===== config.mk =====
export PLATFORM = sky130hd
export DESIGN_NAME = vgaTop
export DESIGN_NICKNAME = d
export VERILOG_FILES = /design/src/vgaPkg.sv /design/src/vgaTop.sv /design/src/pixelOutput.sv /design/src/gridPainter.sv /design/src/itemPicker.sv /design/src/vgaTiming.sv
export SDC_FILE = /design/constraint.sdc
export NUM_CORES = 1
export LEC_CHECK = 0
export ABC_AREA = 1
export BUFFER_PORTS_ARGS = -buffer_cell sky130_fd_sc_hd__buf_2
export CORE_AREA = 10 10 138 140
export DETAILED_ROUTE_END_ITERATION = 12
export DIE_AREA = 0 0 148 150
export PLACE_DENSITY_LB_ADDON = 0.15
export REMOVE_ABC_BUFFERS = 1
export SYNTH_ARGS = -nofsm -noshare
export SYNTH_HDL_FRONTEND = slang
export SYNTH_HIERARCHICAL = 1
export SYNTH_SLANG_ARGS = --single-unit

===== constraint.sdc =====
create_clock -name VGA_clk -period 2.9 [get_ports VGA_clk]
set_input_delay 0.29 -clock VGA_clk [delete_from_list [all_inputs] [get_ports VGA_clk]]
set_output_delay 0.29 -clock VGA_clk [all_outputs]
set_load 0.02 [all_outputs]

===== src/vgaPkg.sv =====
// coordinate, colour and pixel class types with the default 1280x1024 timing constants
package vgaPkg;

	// ===================================================================
	// shared types
	// ===================================================================

	// pixel or counter coordinate
	// 11 bits covers the 1688 clocks of a full line
	typedef logic [10:0] coordT;

	// one colour channel
	typedef logic [7:0] colorT;

	// what a pixel shows, handed from the painter to the output stage
	typedef enum logic [1:0]
	{
		classBackground,
		classGrid,
		classItem
	} pixelClassT;

	// ===================================================================
	// default 1280x1024 at 60 Hz timing, in pixel clocks and lines
	// ===================================================================

	// horizontal
	localparam int defaultHTotal = 1688;
	localparam int defaultHVisible = 1280;
	localparam int defaultHSync = 112;
	localparam int defaultHBack = 248;

	// vertical
	localparam int defaultVTotal = 1066;
	localparam int defaultVVisible = 1024;
	localparam int defaultVSync = 3;
	localparam int defaultVBack = 38;

	// grid overlay
	// line spacing, same in both directions
	localparam int defaultGridPitch = 142;
	// line thickness
	localparam int defaultLineWidth = 10;

	// side of the item square
	localparam int defaultItemSize = 10;

endpackage

===== src/vgaTop.sv =====
// top level of the VGA test-pattern generator wiring timing, picker, painter and output stages
`timescale 1ns/1ps

module vgaTop
#(
	parameter int hTotal = vgaPkg::defaultHTotal,
	parameter int hVisible = vgaPkg::defaultHVisible,
	parameter int hSync = vgaPkg::defaultHSync,
	parameter int hBack = vgaPkg::defaultHBack,
	parameter int vTotal = vgaPkg::defaultVTotal,
	parameter int vVisible = vgaPkg::defaultVVisible,
	parameter int vSync = vgaPkg::defaultVSync,
	parameter int vBack = vgaPkg::defaultVBack,
	parameter int gridPitch = vgaPkg::defaultGridPitch,
	parameter int lineWidth = vgaPkg::defaultLineWidth,
	parameter int itemSize = vgaPkg::defaultItemSize,
	parameter int itemXMin = 260,
	parameter int itemXMax = 1020,
	parameter int itemYMin = 225,
	parameter int itemYMax = 795
)
(
	input logic VGA_clk,
	input logic reset,
	input logic showGrid,
	input logic showItem,
	output vgaPkg::colorT VGA_R,
	output vgaPkg::colorT VGA_G,
	output vgaPkg::colorT VGA_B,
	output logic VGA_HS,
	output logic VGA_VS
);

	// ===================================================================
	// stage 1, timing
	// ===================================================================
	vgaPkg::coordT xPos;
	vgaPkg::coordT yPos;
	logic stage1Active;
	logic stage1HSync;
	logic stage1VSync;
	logic frameStart;

	// item marker, held between frame starts
	vgaPkg::coordT itemX;
	vgaPkg::coordT itemY;
	vgaPkg::colorT itemRed;
	vgaPkg::colorT itemGreen;
	vgaPkg::colorT itemBlue;

	// stage 2, classified pixel
	vgaPkg::pixelClassT pixelClass;
	logic stage2Active;
	logic stage2HSync;
	logic stage2VSync;

	vgaTiming #(
		.hTotal(hTotal), .hVisible(hVisible), .hSyncLen(hSync), .hBack(hBack),
		.vTotal(vTotal), .vVisible(vVisible), .vSyncLen(vSync), .vBack(vBack)
	) uTiming (
		.VGA_clk(VGA_clk), .reset(reset), .xPos(xPos), .yPos(yPos),
		.active(stage1Active), .hSync(stage1HSync), .vSync(stage1VSync),
		.frameStart(frameStart)
	);

	// marker position and colour
	itemPicker #(
		.itemXMin(itemXMin), .itemXMax(itemXMax), .itemYMin(itemYMin), .itemYMax(itemYMax)
	) uPicker (
		.VGA_clk(VGA_clk), .reset(reset), .frameStart(frameStart),
		.itemX(itemX), .itemY(itemY),
		.itemRed(itemRed), .itemGreen(itemGreen), .itemBlue(itemBlue)
	);

	// ===================================================================
	// stage 2 and 3
	// ===================================================================
	gridPainter #(
		.gridPitch(gridPitch), .lineWidth(lineWidth), .itemSize(itemSize),
		.hVisible(hVisible), .vVisible(vVisible)
	) uPainter (
		.VGA_clk(VGA_clk), .reset(reset), .xPos(xPos), .yPos(yPos),
		.active(stage1Active), .hSync(stage1HSync), .vSync(stage1VSync),
		.itemX(itemX), .itemY(itemY), .showGrid(showGrid), .showItem(showItem),
		.pixelClass(pixelClass), .activeOut(stage2Active),
		.hSyncOut(stage2HSync), .vSyncOut(stage2VSync)
	);

	pixelOutput uOutput (
		.VGA_clk(VGA_clk), .reset(reset), .pixelClass(pixelClass),
		.active(stage2Active), .hSync(stage2HSync), .vSync(stage2VSync),
		.itemRed(itemRed), .itemGreen(itemGreen), .itemBlue(itemBlue),
		.VGA_R(VGA_R), .VGA_G(VGA_G), .VGA_B(VGA_B), .VGA_HS(VGA_HS), .VGA_VS(VGA_VS)
	);

endmodule


===== src/pixelOutput.sv =====
// output stage that maps pixel class to RGB, blanks outside the window and registers sync
`timescale 1ns/1ps

module pixelOutput
(
	input logic VGA_clk,
	input logic reset,
	input vgaPkg::pixelClassT pixelClass,
	input logic active,
	input logic hSync,
	input logic vSync,
	input vgaPkg::colorT itemRed,
	input vgaPkg::colorT itemGreen,
	input vgaPkg::colorT itemBlue,
	output vgaPkg::colorT VGA_R,
	output vgaPkg::colorT VGA_G,
	output vgaPkg::colorT VGA_B,
	output logic VGA_HS,
	output logic VGA_VS
);

	vgaPkg::colorT redNext;
	vgaPkg::colorT greenNext;
	vgaPkg::colorT blueNext;

	// class to colour, black unless in the visible window
	always_comb
	begin
		redNext = '0;
		greenNext = '0;
		blueNext = '0;
		if (active)
		begin
			case (pixelClass)
				vgaPkg::classGrid:
				begin
					// white grid lines
					redNext = 8'hFF;
					greenNext = 8'hFF;
					blueNext = 8'hFF;
				end
				vgaPkg::classItem:
				begin
					// latched colour, constant over the frame
					redNext = itemRed;
					greenNext = itemGreen;
					blueNext = itemBlue;
				end
				default:
				begin
					redNext = '0;
					greenNext = '0;
					blueNext = '0;
				end
			endcase
		end
	end

	// stage 3 registers
	always_ff @(posedge VGA_clk)
	begin
		if (reset)
		begin
			VGA_R <= '0;
			VGA_G <= '0;
			VGA_B <= '0;
			VGA_HS <= 1'b1;
			VGA_VS <= 1'b1;
		end
		else
		begin
			VGA_R <= redNext;
			VGA_G <= greenNext;
			VGA_B <= blueNext;
			VGA_HS <= hSync;
			VGA_VS <= vSync;
		end
	end

	// nothing lit on the cycle after a blanked pixel
	assert property (@(posedge VGA_clk) disable iff (reset)
		!active |=> ((VGA_R == '0) && (VGA_G == '0) && (VGA_B == '0)));

endmodule


===== src/gridPainter.sv =====
// grid and item painter that classifies each pixel with cell phase counters
`timescale 1ns/1ps

module gridPainter
#(
	parameter int gridPitch = vgaPkg::defaultGridPitch,
	parameter int lineWidth = vgaPkg::defaultLineWidth,
	parameter int itemSize = vgaPkg::defaultItemSize,
	parameter int hVisible = vgaPkg::defaultHVisible,
	parameter int vVisible = vgaPkg::defaultVVisible
)
(
	input logic VGA_clk,
	input logic reset,
	input vgaPkg::coordT xPos,
	input vgaPkg::coordT yPos,
	input logic active,
	input logic hSync,
	input logic vSync,
	input vgaPkg::coordT itemX,
	input vgaPkg::coordT itemY,
	input logic showGrid,
	input logic showItem,
	output vgaPkg::pixelClassT pixelClass,
	output logic activeOut,
	output logic hSyncOut,
	output logic vSyncOut
);

	localparam vgaPkg::coordT pitchLast = vgaPkg::coordT'(gridPitch - 1);
	localparam vgaPkg::coordT lineW = vgaPkg::coordT'(lineWidth);
	localparam vgaPkg::coordT side = vgaPkg::coordT'(itemSize);
	localparam vgaPkg::coordT xLast = vgaPkg::coordT'(hVisible - 1);
	localparam vgaPkg::coordT yEnd = vgaPkg::coordT'(vVisible);
	// border lines along the right and bottom edges
	localparam vgaPkg::coordT rightEdge = vgaPkg::coordT'(hVisible - lineWidth);
	localparam vgaPkg::coordT bottomEdge = vgaPkg::coordT'(vVisible - lineWidth);

	vgaPkg::coordT colPhase;
	vgaPkg::coordT rowPhase;
	logic onGrid;
	logic onItem;
	vgaPkg::pixelClassT classNext;

	// ===================================================================
	// cell phase counters
	// ===================================================================

	// column phase of the pixel now at the input
	// held at 0 in blanking so the first visible pixel starts a cell
	always_ff @(posedge VGA_clk)
	begin
		if (reset || !active)
			colPhase <= '0;
		else if (colPhase == pitchLast)
			colPhase <= '0;
		else
			colPhase <= colPhase + 1'b1;
	end

	// row phase, steps after the last visible pixel of each line
	// out-of-window rows read as yPos >= vVisible, wrapped ones included
	always_ff @(posedge VGA_clk)
	begin
		if (reset || (yPos >= yEnd))
			rowPhase <= '0;
		else if (active && (xPos == xLast))
		begin
			if (rowPhase == pitchLast)
				rowPhase <= '0;
			else
				rowPhase <= rowPhase + 1'b1;
		end
	end

	// ===================================================================
	// classification
	// ===================================================================
	always_comb
	begin
		onGrid = (colPhase < lineW) || (rowPhase < lineW) ||
			(xPos >= rightEdge) || (yPos >= bottomEdge);
		// half-open square at the latched corner
		onItem = (xPos >= itemX) && (xPos < itemX + side) &&
			(yPos >= itemY) && (yPos < itemY + side);
		// item wins over grid
		if (!active)
			classNext = vgaPkg::classBackground;
		else if (showItem && onItem)
			classNext = vgaPkg::classItem;
		else if (showGrid && onGrid)
			classNext = vgaPkg::classGrid;
		else
			classNext = vgaPkg::classBackground;
	end

	// stage 2 registers, sync and window bits ride along
	always_ff @(posedge VGA_clk)
	begin
		if (reset)
		begin
			pixelClass <= vgaPkg::classBackground;
			activeOut <= 1'b0;
			hSyncOut <= 1'b1;
			vSyncOut <= 1'b1;
		end
		else
		begin
			pixelClass <= classNext;
			activeOut <= active;
			hSyncOut <= hSync;
			vSyncOut <= vSync;
		end
	end

endmodule


===== src/itemPicker.sv =====
// item marker picker with wrapping position and colour counters latched at frame start
`timescale 1ns/1ps

module itemPicker
#(
	parameter int itemXMin = 260,
	parameter int itemXMax = 1020,
	parameter int itemYMin = 225,
	parameter int itemYMax = 795
)
(
	input logic VGA_clk,
	input logic reset,
	input logic frameStart,
	output vgaPkg::coordT itemX,
	output vgaPkg::coordT itemY,
	output vgaPkg::colorT itemRed,
	output vgaPkg::colorT itemGreen,
	output vgaPkg::colorT itemBlue
);

	localparam vgaPkg::coordT xMin = vgaPkg::coordT'(itemXMin);
	localparam vgaPkg::coordT xMax = vgaPkg::coordT'(itemXMax);
	localparam vgaPkg::coordT yMin = vgaPkg::coordT'(itemYMin);
	localparam vgaPkg::coordT yMax = vgaPkg::coordT'(itemYMax);

	vgaPkg::coordT xCount;
	vgaPkg::coordT yCount;
	vgaPkg::colorT redCount;
	vgaPkg::colorT greenCount;
	vgaPkg::colorT blueCount;

	// step by one, back to the low bound after the high bound
	function automatic vgaPkg::coordT nextPos(input vgaPkg::coordT value,
		input vgaPkg::coordT lo, input vgaPkg::coordT hi);
		if (value >= hi)
			return lo;
		return value + 1'b1;
	endfunction

	// add the step, back to 1 once the sum would pass 255
	function automatic vgaPkg::colorT nextColor(input vgaPkg::colorT value, input int step);
		logic [8:0] sum;
		sum = {1'b0, value} + 9'(step);
		if (sum > 9'd255)
			return 8'd1;
		return sum[7:0];
	endfunction

	// ===================================================================
	// free-running counters
	// ===================================================================
	always_ff @(posedge VGA_clk)
	begin
		if (reset)
		begin
			xCount <= xMin;
			yCount <= yMin;
			redCount <= 8'd1;
			greenCount <= 8'd1;
			blueCount <= 8'd1;
		end
		else
		begin
			xCount <= nextPos(xCount, xMin, xMax);
			yCount <= nextPos(yCount, yMin, yMax);
			// three rates so the channels drift apart
			redCount <= nextColor(redCount, 1);
			greenCount <= nextColor(greenCount, 2);
			blueCount <= nextColor(blueCount, 4);
		end
	end

	// ===================================================================
	// per-frame latch
	// ===================================================================
	always_ff @(posedge VGA_clk)
	begin
		if (reset)
		begin
			itemX <= xMin;
			itemY <= yMin;
			itemRed <= 8'd1;
			itemGreen <= 8'd1;
			itemBlue <= 8'd1;
		end
		else if (frameStart)
		begin
			// sample during blanking, held for the whole frame
			itemX <= xCount;
			itemY <= yCount;
			itemRed <= redCount;
			itemGreen <= greenCount;
			itemBlue <= blueCount;
		end
	end

	// marker column stays inside its range
	assert property (@(posedge VGA_clk) disable iff (reset)
		(itemX >= itemXMin) && (itemX <= itemXMax));

endmodule


===== src/vgaTiming.sv =====
// sync timing generator with line and frame counters, sync pulses, coordinates and frame start
`timescale 1ns/1ps

module vgaTiming
#(
	parameter int hTotal = vgaPkg::defaultHTotal,
	parameter int hVisible = vgaPkg::defaultHVisible,
	parameter int hSyncLen = vgaPkg::defaultHSync,
	parameter int hBack = vgaPkg::defaultHBack,
	parameter int vTotal = vgaPkg::defaultVTotal,
	parameter int vVisible = vgaPkg::defaultVVisible,
	parameter int vSyncLen = vgaPkg::defaultVSync,
	parameter int vBack = vgaPkg::defaultVBack
)
(
	input logic VGA_clk,
	input logic reset,
	output vgaPkg::coordT xPos,
	output vgaPkg::coordT yPos,
	output logic active,
	output logic hSync,
	output logic vSync,
	output logic frameStart
);

	// last count of a line and of a frame
	localparam vgaPkg::coordT hLast = vgaPkg::coordT'(hTotal - 1);
	localparam vgaPkg::coordT vLast = vgaPkg::coordT'(vTotal - 1);
	// visible window, half-open
	localparam vgaPkg::coordT hStart = vgaPkg::coordT'(hSyncLen + hBack);
	localparam vgaPkg::coordT hEnd = vgaPkg::coordT'(hSyncLen + hBack + hVisible);
	localparam vgaPkg::coordT vStart = vgaPkg::coordT'(vSyncLen + vBack);
	localparam vgaPkg::coordT vEnd = vgaPkg::coordT'(vSyncLen + vBack + vVisible);

	vgaPkg::coordT hCount;
	vgaPkg::coordT vCount;
	logic lineEnd;

	assign lineEnd = (hCount == hLast);

	// ===================================================================
	// line and frame counters
	// ===================================================================
	always_ff @(posedge VGA_clk)
	begin
		if (reset)
		begin
			hCount <= '0;
			vCount <= '0;
		end
		else
		begin
			// pixel count, wraps at end of line
			if (lineEnd)
				hCount <= '0;
			else
				hCount <= hCount + 1'b1;
			// line count, steps once per line
			if (lineEnd)
			begin
				if (vCount == vLast)
					vCount <= '0;
				else
					vCount <= vCount + 1'b1;
			end
		end
	end

	// ===================================================================
	// stage 1 registers
	// ===================================================================

	// sync pulses are active low at the start of the line or frame
	always_ff @(posedge VGA_clk)
	begin
		if (reset)
		begin
			hSync <= 1'b1;
			vSync <= 1'b1;
			active <= 1'b0;
			frameStart <= 1'b0;
		end
		else
		begin
			hSync <= !(hCount < vgaPkg::coordT'(hSyncLen));
			vSync <= !(vCount < vgaPkg::coordT'(vSyncLen));
			active <= (hCount >= hStart) && (hCount < hEnd) &&
				(vCount >= vStart) && (vCount < vEnd);
			// one pulse per frame at counter origin
			frameStart <= (hCount == '0) && (vCount == '0);
		end
	end

	// coordinates relative to the visible origin
	// outside the window they wrap to large values
	always_ff @(posedge VGA_clk)
	begin
		xPos <= hCount - hStart;
		yPos <= vCount - vStart;
	end

	// counters never leave the line and the frame
	assert property (@(posedge VGA_clk) disable iff (reset)
		(hCount < hTotal) && (vCount < vTotal));

endmodule


==> results of run 1 <==
area by class of cell:
cell class / count / area [sq um]
inverters: 188 / 708
clock buffers: 20 / 447
flip-flops and latches: 187 / 3740
fillers: 1485 / 5900
multi-input cells: 907 / 4980
well taps: 220 / 275
repair buffers: 32 / 168
clock inverters: 12 / 125
stage by stage:
stage | instance area, sq um | util | power, uW | setup WS, ps
finish | 10400 | 0.639 | 5410 | 505
global route | 10400 | 0.639 | 5680 | 173
CTS | 10400 | 0.639 | 5470 | 477
detailed placement | 9870 | 0.604 | 3210 | 502
global placement | 9870 | 0.604 | 3200 | 556
floorplan | 9430 | - | 3090 | 782
worst register-to-register path, stage by stage, from the launching register on:
cell	delay (ps)
dfxtp_1	370
inv_1	70
o21ai_0	260
nand2_1	120
nor2_1	150
nand4_1	120
xor2_1	170
ha_1	310
nand2_1	80
nor2_1	200
nand3_1	100
nor2_1	120
nor2_1	50
o21ai_0	70
nor2_1	70
nor2_1	80
kinds of logic after synthesis:
kind of cell | share of synthesized area
compound gates | 0.0895
xor+xnor | 0.0346
fa+ha+maj | 0.0872
buf+inv | 0.0942
flops | 0.389
other cells | 0.000781
simple gates | 0.304
state kept, by name, summed over array words and instances (netlist names), 2 cells and up:
signal	count
uTiming/vCount	11
uPainter/colPhase	11
uPicker/redCount	8
uPicker/itemRed	8
uPicker/itemY	11
uOutput/VGA_R	8
uPicker/yCount	11
uTiming/xPos	11
uPicker/xCount	11
uPainter/rowPhase	11
uOutput/VGA_B	8
uPicker/greenCount	7
uPicker/itemBlue	6
uPicker/itemX	11
uPainter/pixelClass	2
uPicker/itemGreen	7
uOutput/VGA_G	8
uTiming/yPos	11
uTiming/hCount	11
uPicker/blueCount	6
how the worst max path moves through the flow:
stage                                   to        startpoint
finish              uPainter/pixelClass[0]  uPicker/itemY[1]
global route        uPainter/pixelClass[0]  uPicker/itemY[1]
CTS                 uPainter/pixelClass[0]  uPicker/itemY[1]
detailed placement  uPainter/pixelClass[0]  uPicker/itemY[1]
global placement    uPainter/pixelClass[0]  uPicker/itemY[1]
floorplan           uPainter/pixelClass[0]  uPicker/itemY[1]
Yosys cell counts (all sizes together) (9+ instances only):
master | instances | area, sq um
ha | 67 | 838
dfxtp | 187 | 3740
inv | 186 | 698
xor2 | 34 | 298
o21ai | 67 | 365
nand3 | 85 | 473
a21oi | 82 | 410
nand2 | 272 | 1070
nor3 | 17 | 116
buf | 22 | 164
nand4 | 30 | 194
nor2 | 212 | 917
clkbuf | 9 | 33.8
power by group through the flow:
stage	Clock, uW	Combinational, uW	Sequential (uW)
2_1_floorplan	0	313	2780
3_3_place_gp	0	418	2780
3_5_place_dp	0	429	2780
4_1_cts	2310	434	2720
5_1_grt	2430	513	2740
6_report	2260	433	2720
per-layer routing:
layer	vias to the layer above	GRT usage	share of wire
li1	4204	-	-
met1	3562	0.228	0.49
met2	92	0.299	0.46
met3	19	0.0399	0.032
met4	0	0.0515	0.011
met5	-	0	0
==> out/qor.csv, run 1 <==
stage,metric,value,unit
logic_synthesis,Synth Flop Type,dfxtp_1,
global_route,total gr overflow,0,
floorplan,initial cell density of the core,0.588,
timing,Final period util,0.826,
cells_and_area,share of cells above drive strength 1,0.106,
detailed_routing,Final ANT Viol Nets,0,
setup_path,Setup crit start kind,flop,
timing,unrepaired setup endpoints after global routing,no,
timing,setup TNS,0,ps
power_and_ir_drop,Seq pwr share,0.503,
global_route,GRT Total Usage,0.180,
clock_tree,CTS resizes,0,
clock_tree,hold buffer count at CTS,0,
logic_synthesis,Netlist cell types,44,
clock_tree,Num CTS Buffers,17,
timing,minimum clock period,2390,ps
placement,dpl cells,1534,
setup_path,CP dominant cell by count,nor2_1,
logic_synthesis,Yosys Warn Count,6,
setup_path,worst-path fanout max,4,
setup_path,worst r2r path cells,15,
global_route,largest net degree at the start of global routing,63,
setup_path,Worst setup EP type,flop,
setup_path,Crit path largest cell delay,370,ps
clock_tree,post-CTS setup buffers,0,
job,max cap viols,0,
detailed_routing,wire length per cell,12.3,microns
timing,Max-Slew Margin vs Limit,0.364,
cells_and_area,fin nets,1404,
timing,Final Skew,12.4,ps
placement,RePlAce Congestion,0.902,
power_and_ir_drop,Int Pwr,4040,uW
worst_hold_path,HP Class,primary input to flop,
clock_tree,H-tree lvl count,4,
detailed_routing,DRT Pass-1 Iters,5,
logic_synthesis,Avg Inst Size Synth,7.34,sq um
setup_path,CP Data Required Time,3270,ps
cells_and_area,"leading cell type in the layout, fill and taps excluded",nand2_1,
detailed_routing,via count of the routed design,7877,
cells_and_area,most frequent cells in the layout,"nand2_1 (257), nor2_1 (187), dfxtp_1 (186)",
detailed_routing,number of DRC markers in iteration 0,428,
floorplan,die extent in y,150,microns
setup_path,worst r2r src,uPicker/itemY[1],
worst_hold_path,Hold Path End,uPainter/pixelClass[0],
setup_path,critical path cell sequence,"inv_1, o21ai_0, nand2_1, nor2_1, nand4_1, xor2_1, ha_1, nand2_1, nor2_1, nand3_1, nor2_1, nor2_1, o21ai_0, nor2_1, nor2_1",
power_and_ir_drop,Comb pwr share,0.080,
floorplan,core area,16300,sq um
timing,Worst-Margin Slew,953,ps
setup_path,Reg2Reg Setup Slack,510,ps
power_and_ir_drop,PD cells,518,nW/um^2
clock_tree,worst skew pair latency,440,ps
floorplan,area of the die,22200,sq um
floorplan,DIE WIDTH,148,microns
timing,worst hold slack,198,ps
clock_tree,root buffer cell,clkbuf_16,
logic_synthesis,Synth Instances,1310,
setup_path,Slowest cell on crit path,dfxtp_1,
clock_tree,clk sinks,187,
worst_hold_path,worst hold start,showGrid,
placement,Detail Placement HPWL,14000,microns
detailed_routing,Via density,5.03,
power_and_ir_drop,Pleak,0.00474,uW
status,status,"finished, final reports clean",
power_and_ir_drop,clock power share,0.417,
global_route,vias in the first global route,7370,
timing,Pins Over Slew Limit,0,
cells_and_area,P&R area growth vs syn,8.63,%
power_and_ir_drop,VDD IR max,0.000423,V
floorplan,IO Pins,30,
power_and_ir_drop,sw frac,0.254,
setup_path,worst r2r dst,uPainter/pixelClass[0],
logic_synthesis,sequential share of the synthesized area,0.389,
setup_path,Crit Path Class,flop to flop,
detailed_routing,final wirelength,19200,microns
worst_hold_path,Hold Path Cell Cnt,5,
logic_synthesis,Post-synth EDFFs,0,
detailed_routing,DRC viols,0,
timing,FMAX,418,MHz
logic_synthesis,"FF+latch count, synth",187,
floorplan,Placement Rows,47,
placement,port buffer count,29,
setup_path,"Data arrival, critical path",2760,ps
logic_synthesis,Synth async-reset ratio,0,
power_and_ir_drop,Switch Pwr,1370,uW
clock_tree,CTS tree,done,
logic_synthesis,area of the mapped netlist,9610,sq um
setup_path,CP bufs+invs,1,
cells_and_area,non-filler instance count after layout,1566,
setup_path,cell family with most CP delay,simple AND/OR/NAND/NOR gates,
clock_tree,"CTS clk-pin slew, worst paths",60,ps
global_route,first-pass GRT wire length,33400,microns
timing,final hold violations,0,
clock_tree,largest buffer count on any clock path,2,
cells_and_area,Ant. Diodes,0,
timing,Setup-failing EPs final,0,
global_route,initial antenna violation count,0,
setup_path,WP depth,15,
(Power assumes the default switching activity.)
==> inputs of run 2 (changes only) <==
--- a/config.mk
+++ b/config.mk
@@ -7,9 +7,9 @@
 export LEC_CHECK = 0
 export ABC_AREA = 1
 export BUFFER_PORTS_ARGS = -buffer_cell sky130_fd_sc_hd__buf_2
-export CORE_AREA = 10 10 138 140
+export CORE_AREA = 10 10 141 143
 export DETAILED_ROUTE_END_ITERATION = 12
-export DIE_AREA = 0 0 148 150
+export DIE_AREA = 0 0 151 153
 export PLACE_DENSITY_LB_ADDON = 0.15
 export REMOVE_ABC_BUFFERS = 1
 export SYNTH_ARGS = -nofsm -noshare
==> constraint.sdc (replaced) <==
create_clock -name VGA_clk -period 2.1 [get_ports VGA_clk]
set_input_delay 0.21 -clock VGA_clk [delete_from_list [all_inputs] [get_ports VGA_clk]]
set_output_delay 0.21 -clock VGA_clk [all_outputs]
set_load 0.02 [all_outputs]
==> run 2 against run 1 <==
  * Sequential power grew 38%
  * Combinational power rose by 53%
  * Core utilization shrank 1.0 points
  * Largest cell class unchanged
  * Maximum frequency rose by 14%
  * Critical path type unchanged
  * Die area increased by 4.1%
  * Non-clock buffer count increased by 20
  * Clock skew shrank 4.0 ps
  * Worst hold slack lost 37 ps
  * Via count decreased by 0.75%
  * Register-to-register slack got worse by 500 ps
  * Final area rose by 2.6%
  * Sequential share of layout area decreased by 0.82 points
==> out/qor.csv, run 2 (same netlist as run 1, synthesis figures left out) <==
stage,metric,value,unit
placement,port buffer count,29,
worst_hold_path,Hold Path End,uPainter/pixelClass[0],
cells_and_area,P&R area growth vs syn,11.5,%
floorplan,IO Pins,30,
setup_path,critical path cell sequence,"ha_4, nor2_2, nor4_4, nand3_1, xor2_1, ha_1, nand2_2, nor2_2, nand2_1, nor2_1, nor2_1, o21ai_0, nor2_1, nor2_1",
global_route,initial antenna violation count,0,
power_and_ir_drop,Pleak,0.00487,uW
timing,setup TNS,0,ps
setup_path,cell family with most CP delay,simple AND/OR/NAND/NOR gates,
clock_tree,"CTS clk-pin slew, worst paths",70,ps
detailed_routing,Final ANT Viol Nets,0,
cells_and_area,fillers,1591,
clock_tree,clk sinks,187,
setup_path,Crit path largest cell delay,370,ps
floorplan,DIE WIDTH,151,microns
timing,unrepaired setup endpoints after global routing,yes,
power_and_ir_drop,total power,7700,uW
power_and_ir_drop,VDD IR max,0.000575,V
power_and_ir_drop,PD cells,719,nW/um^2
worst_hold_path,Hold Path Cell Cnt,5,
timing,Pins Over Slew Limit,0,
cells_and_area,final instance area,10700,sq um
setup_path,CP bufs+invs,0,
detailed_routing,DRC viols,0,
global_route,largest net degree at the start of global routing,63,
placement,Post-DP Area,10000,sq um
setup_path,Reg2Reg Setup Slack,6,ps
cells_and_area,non-filler instance count after layout,1591,
placement,RePlAce Congestion,0.887,
setup_path,CP Data Required Time,2470,ps
detailed_routing,number of DRC markers in iteration 0,497,
clock_tree,CTS tree,done,
floorplan,area of the die,23100,sq um
status,status,"finished, final reports clean",
clock_tree,root buffer cell,clkbuf_16,
setup_path,worst r2r dst,uPainter/pixelClass[0],
detailed_routing,Via density,4.91,
clock_tree,worst skew pair latency,430,ps
placement,dpl cells,1557,
timing,FMAX,478,MHz
setup_path,CP dominant cell by count,nor2_1,
setup_path,worst r2r path cells,14,
cells_and_area,"leading cell type in the layout, fill and taps excluded",nand2_1,
worst_hold_path,HP Class,primary input to flop,
setup_path,"Data arrival, critical path",2460,ps
global_route,GRT Total Usage,0.173,
cells_and_area,most frequent cells in the layout,"nand2_1 (251), dfxtp_1 (182), nor2_1 (180)",
cells_and_area,Final Util,0.628,
global_route,first-pass GRT wire length,33500,microns
detailed_routing,DRT Pass-1 Iters,6,
clock_tree,Num CTS Buffers,17,
cells_and_area,Ant. Diodes,0,
timing,Max-Slew Margin vs Limit,0.429,
placement,Detail Placement HPWL,14200,microns
floorplan,core area,17100,sq um
setup_path,Setup crit start kind,flop,
global_route,total gr overflow,0,
setup_path,Crit Path Class,flop to flop,
global_route,vias in the first global route,7174,
setup_path,Slowest cell on crit path,dfxtp_4,
timing,final hold violations,0,
cells_and_area,Reg area,3750,sq um
floorplan,Placement Rows,48,
floorplan,initial cell density of the core,0.564,
detailed_routing,final wirelength,19700,microns
cells_and_area,fin nets,1424,
floorplan,die extent in y,153,microns
timing,Worst-Margin Slew,856,ps
clock_tree,largest buffer count on any clock path,2,
timing,Final period util,0.997,
cells_and_area,share of cells above drive strength 1,0.140,
setup_path,worst-path fanout max,3,
detailed_routing,via count of the routed design,7818,
worst_hold_path,worst hold start,showGrid,
clock_tree,H-tree lvl count,4,
setup_path,worst r2r src,uPicker/itemX[2],
job,max cap viols,0,
cells_and_area,area of the multi-input gates,5050,sq um
timing,Setup-failing EPs final,0,
timing,Final Skew,8.36,ps
detailed_routing,wire length per cell,12.4,microns
setup_path,Worst setup EP type,flop,
timing,minimum clock period,2090,ps
-- run 2: cell types whose count changed in the layout (fill, tap and decap cells not counted), moves of 4 or more --
cell | before | now
inv_1 | 174 | 168
nand2_1 | 257 | 251
nor2_1 | 187 | 180
dfxtp_1 | 186 | 182
nor2_2 | 15 | 21
inv_2 | 12 | 18
buf_4 | 3 | 23
nand2_2 | 12 | 18
-- run 2: timing repair --
item | CTS | global route
endpoints found under the setup margin | 2 | 2
gates resized for setup | 9 | 25
pin swaps | 9 | 15
setup buffers | 1 | 1
hold buffers | 0 | 0
-- run 2: cell type report --
class                   count  share of cell area
multi-input cells         907               0.472
inverters                 188              0.0661
clock buffers              19              0.0413
clock inverters            13              0.0147
repair buffers             52              0.0297
well taps                 225              0.0263
flip-flops and latches    187               0.350
-- run 2: worst max-delay path by stage --
stage                     startpoint                endpoint  slack (ps)  cells after the start
floorplan           uPicker/itemY[1]  uPainter/pixelClass[0]         -20                     15
global placement    uPicker/itemY[1]  uPainter/pixelClass[0]        -140                     15
detailed placement  uPicker/itemY[1]  uPainter/pixelClass[0]        -190                     15
CTS                 uPicker/itemX[1]  uPainter/pixelClass[1]         -30                     17
global route        uPicker/itemX[3]  uPainter/pixelClass[0]        -230                     16
finish              uPicker/itemX[2]  uPainter/pixelClass[0]           6                     14
-- run 2: routing by layer --
layer | vias to the layer above | track usage | share of wire | wire, microns
met2 | 79 | 0.280 | 0.47 | 9210
met3 | 14 | 0.0319 | 0.027 | 538
met5 | - | 0 | 0 | 0
met4 | 0 | 0.0454 | 0.0098 | 193
met1 | 3476 | 0.229 | 0.50 | 9760
li1 | 4249 | - | - | -
-- run 2: tightest hold or removal path, cell delays in order --
cell	delay (ps)
buf_2	90
inv_1	90
nor2_1	50
nand2_1	60
nor2_1	40
-- run 2: power by group --
part | internal [uW] | total (uW) | switching (uW) | leakage, uW
clock | 1820 | 3270 | 1450 | 0.000292
combinational | 263 | 663 | 401 | 0.00306
sequential | 3670 | 3760 | 99.3 | 0.00152
-- run 2: stage by stage --
step	setup WS [ps]	hold slack, ps
global route	-226	188
finish	6.43	161
floorplan	-18.1	282
CTS	-25.8	157
global placement	-138	392
detailed placement	-191	396
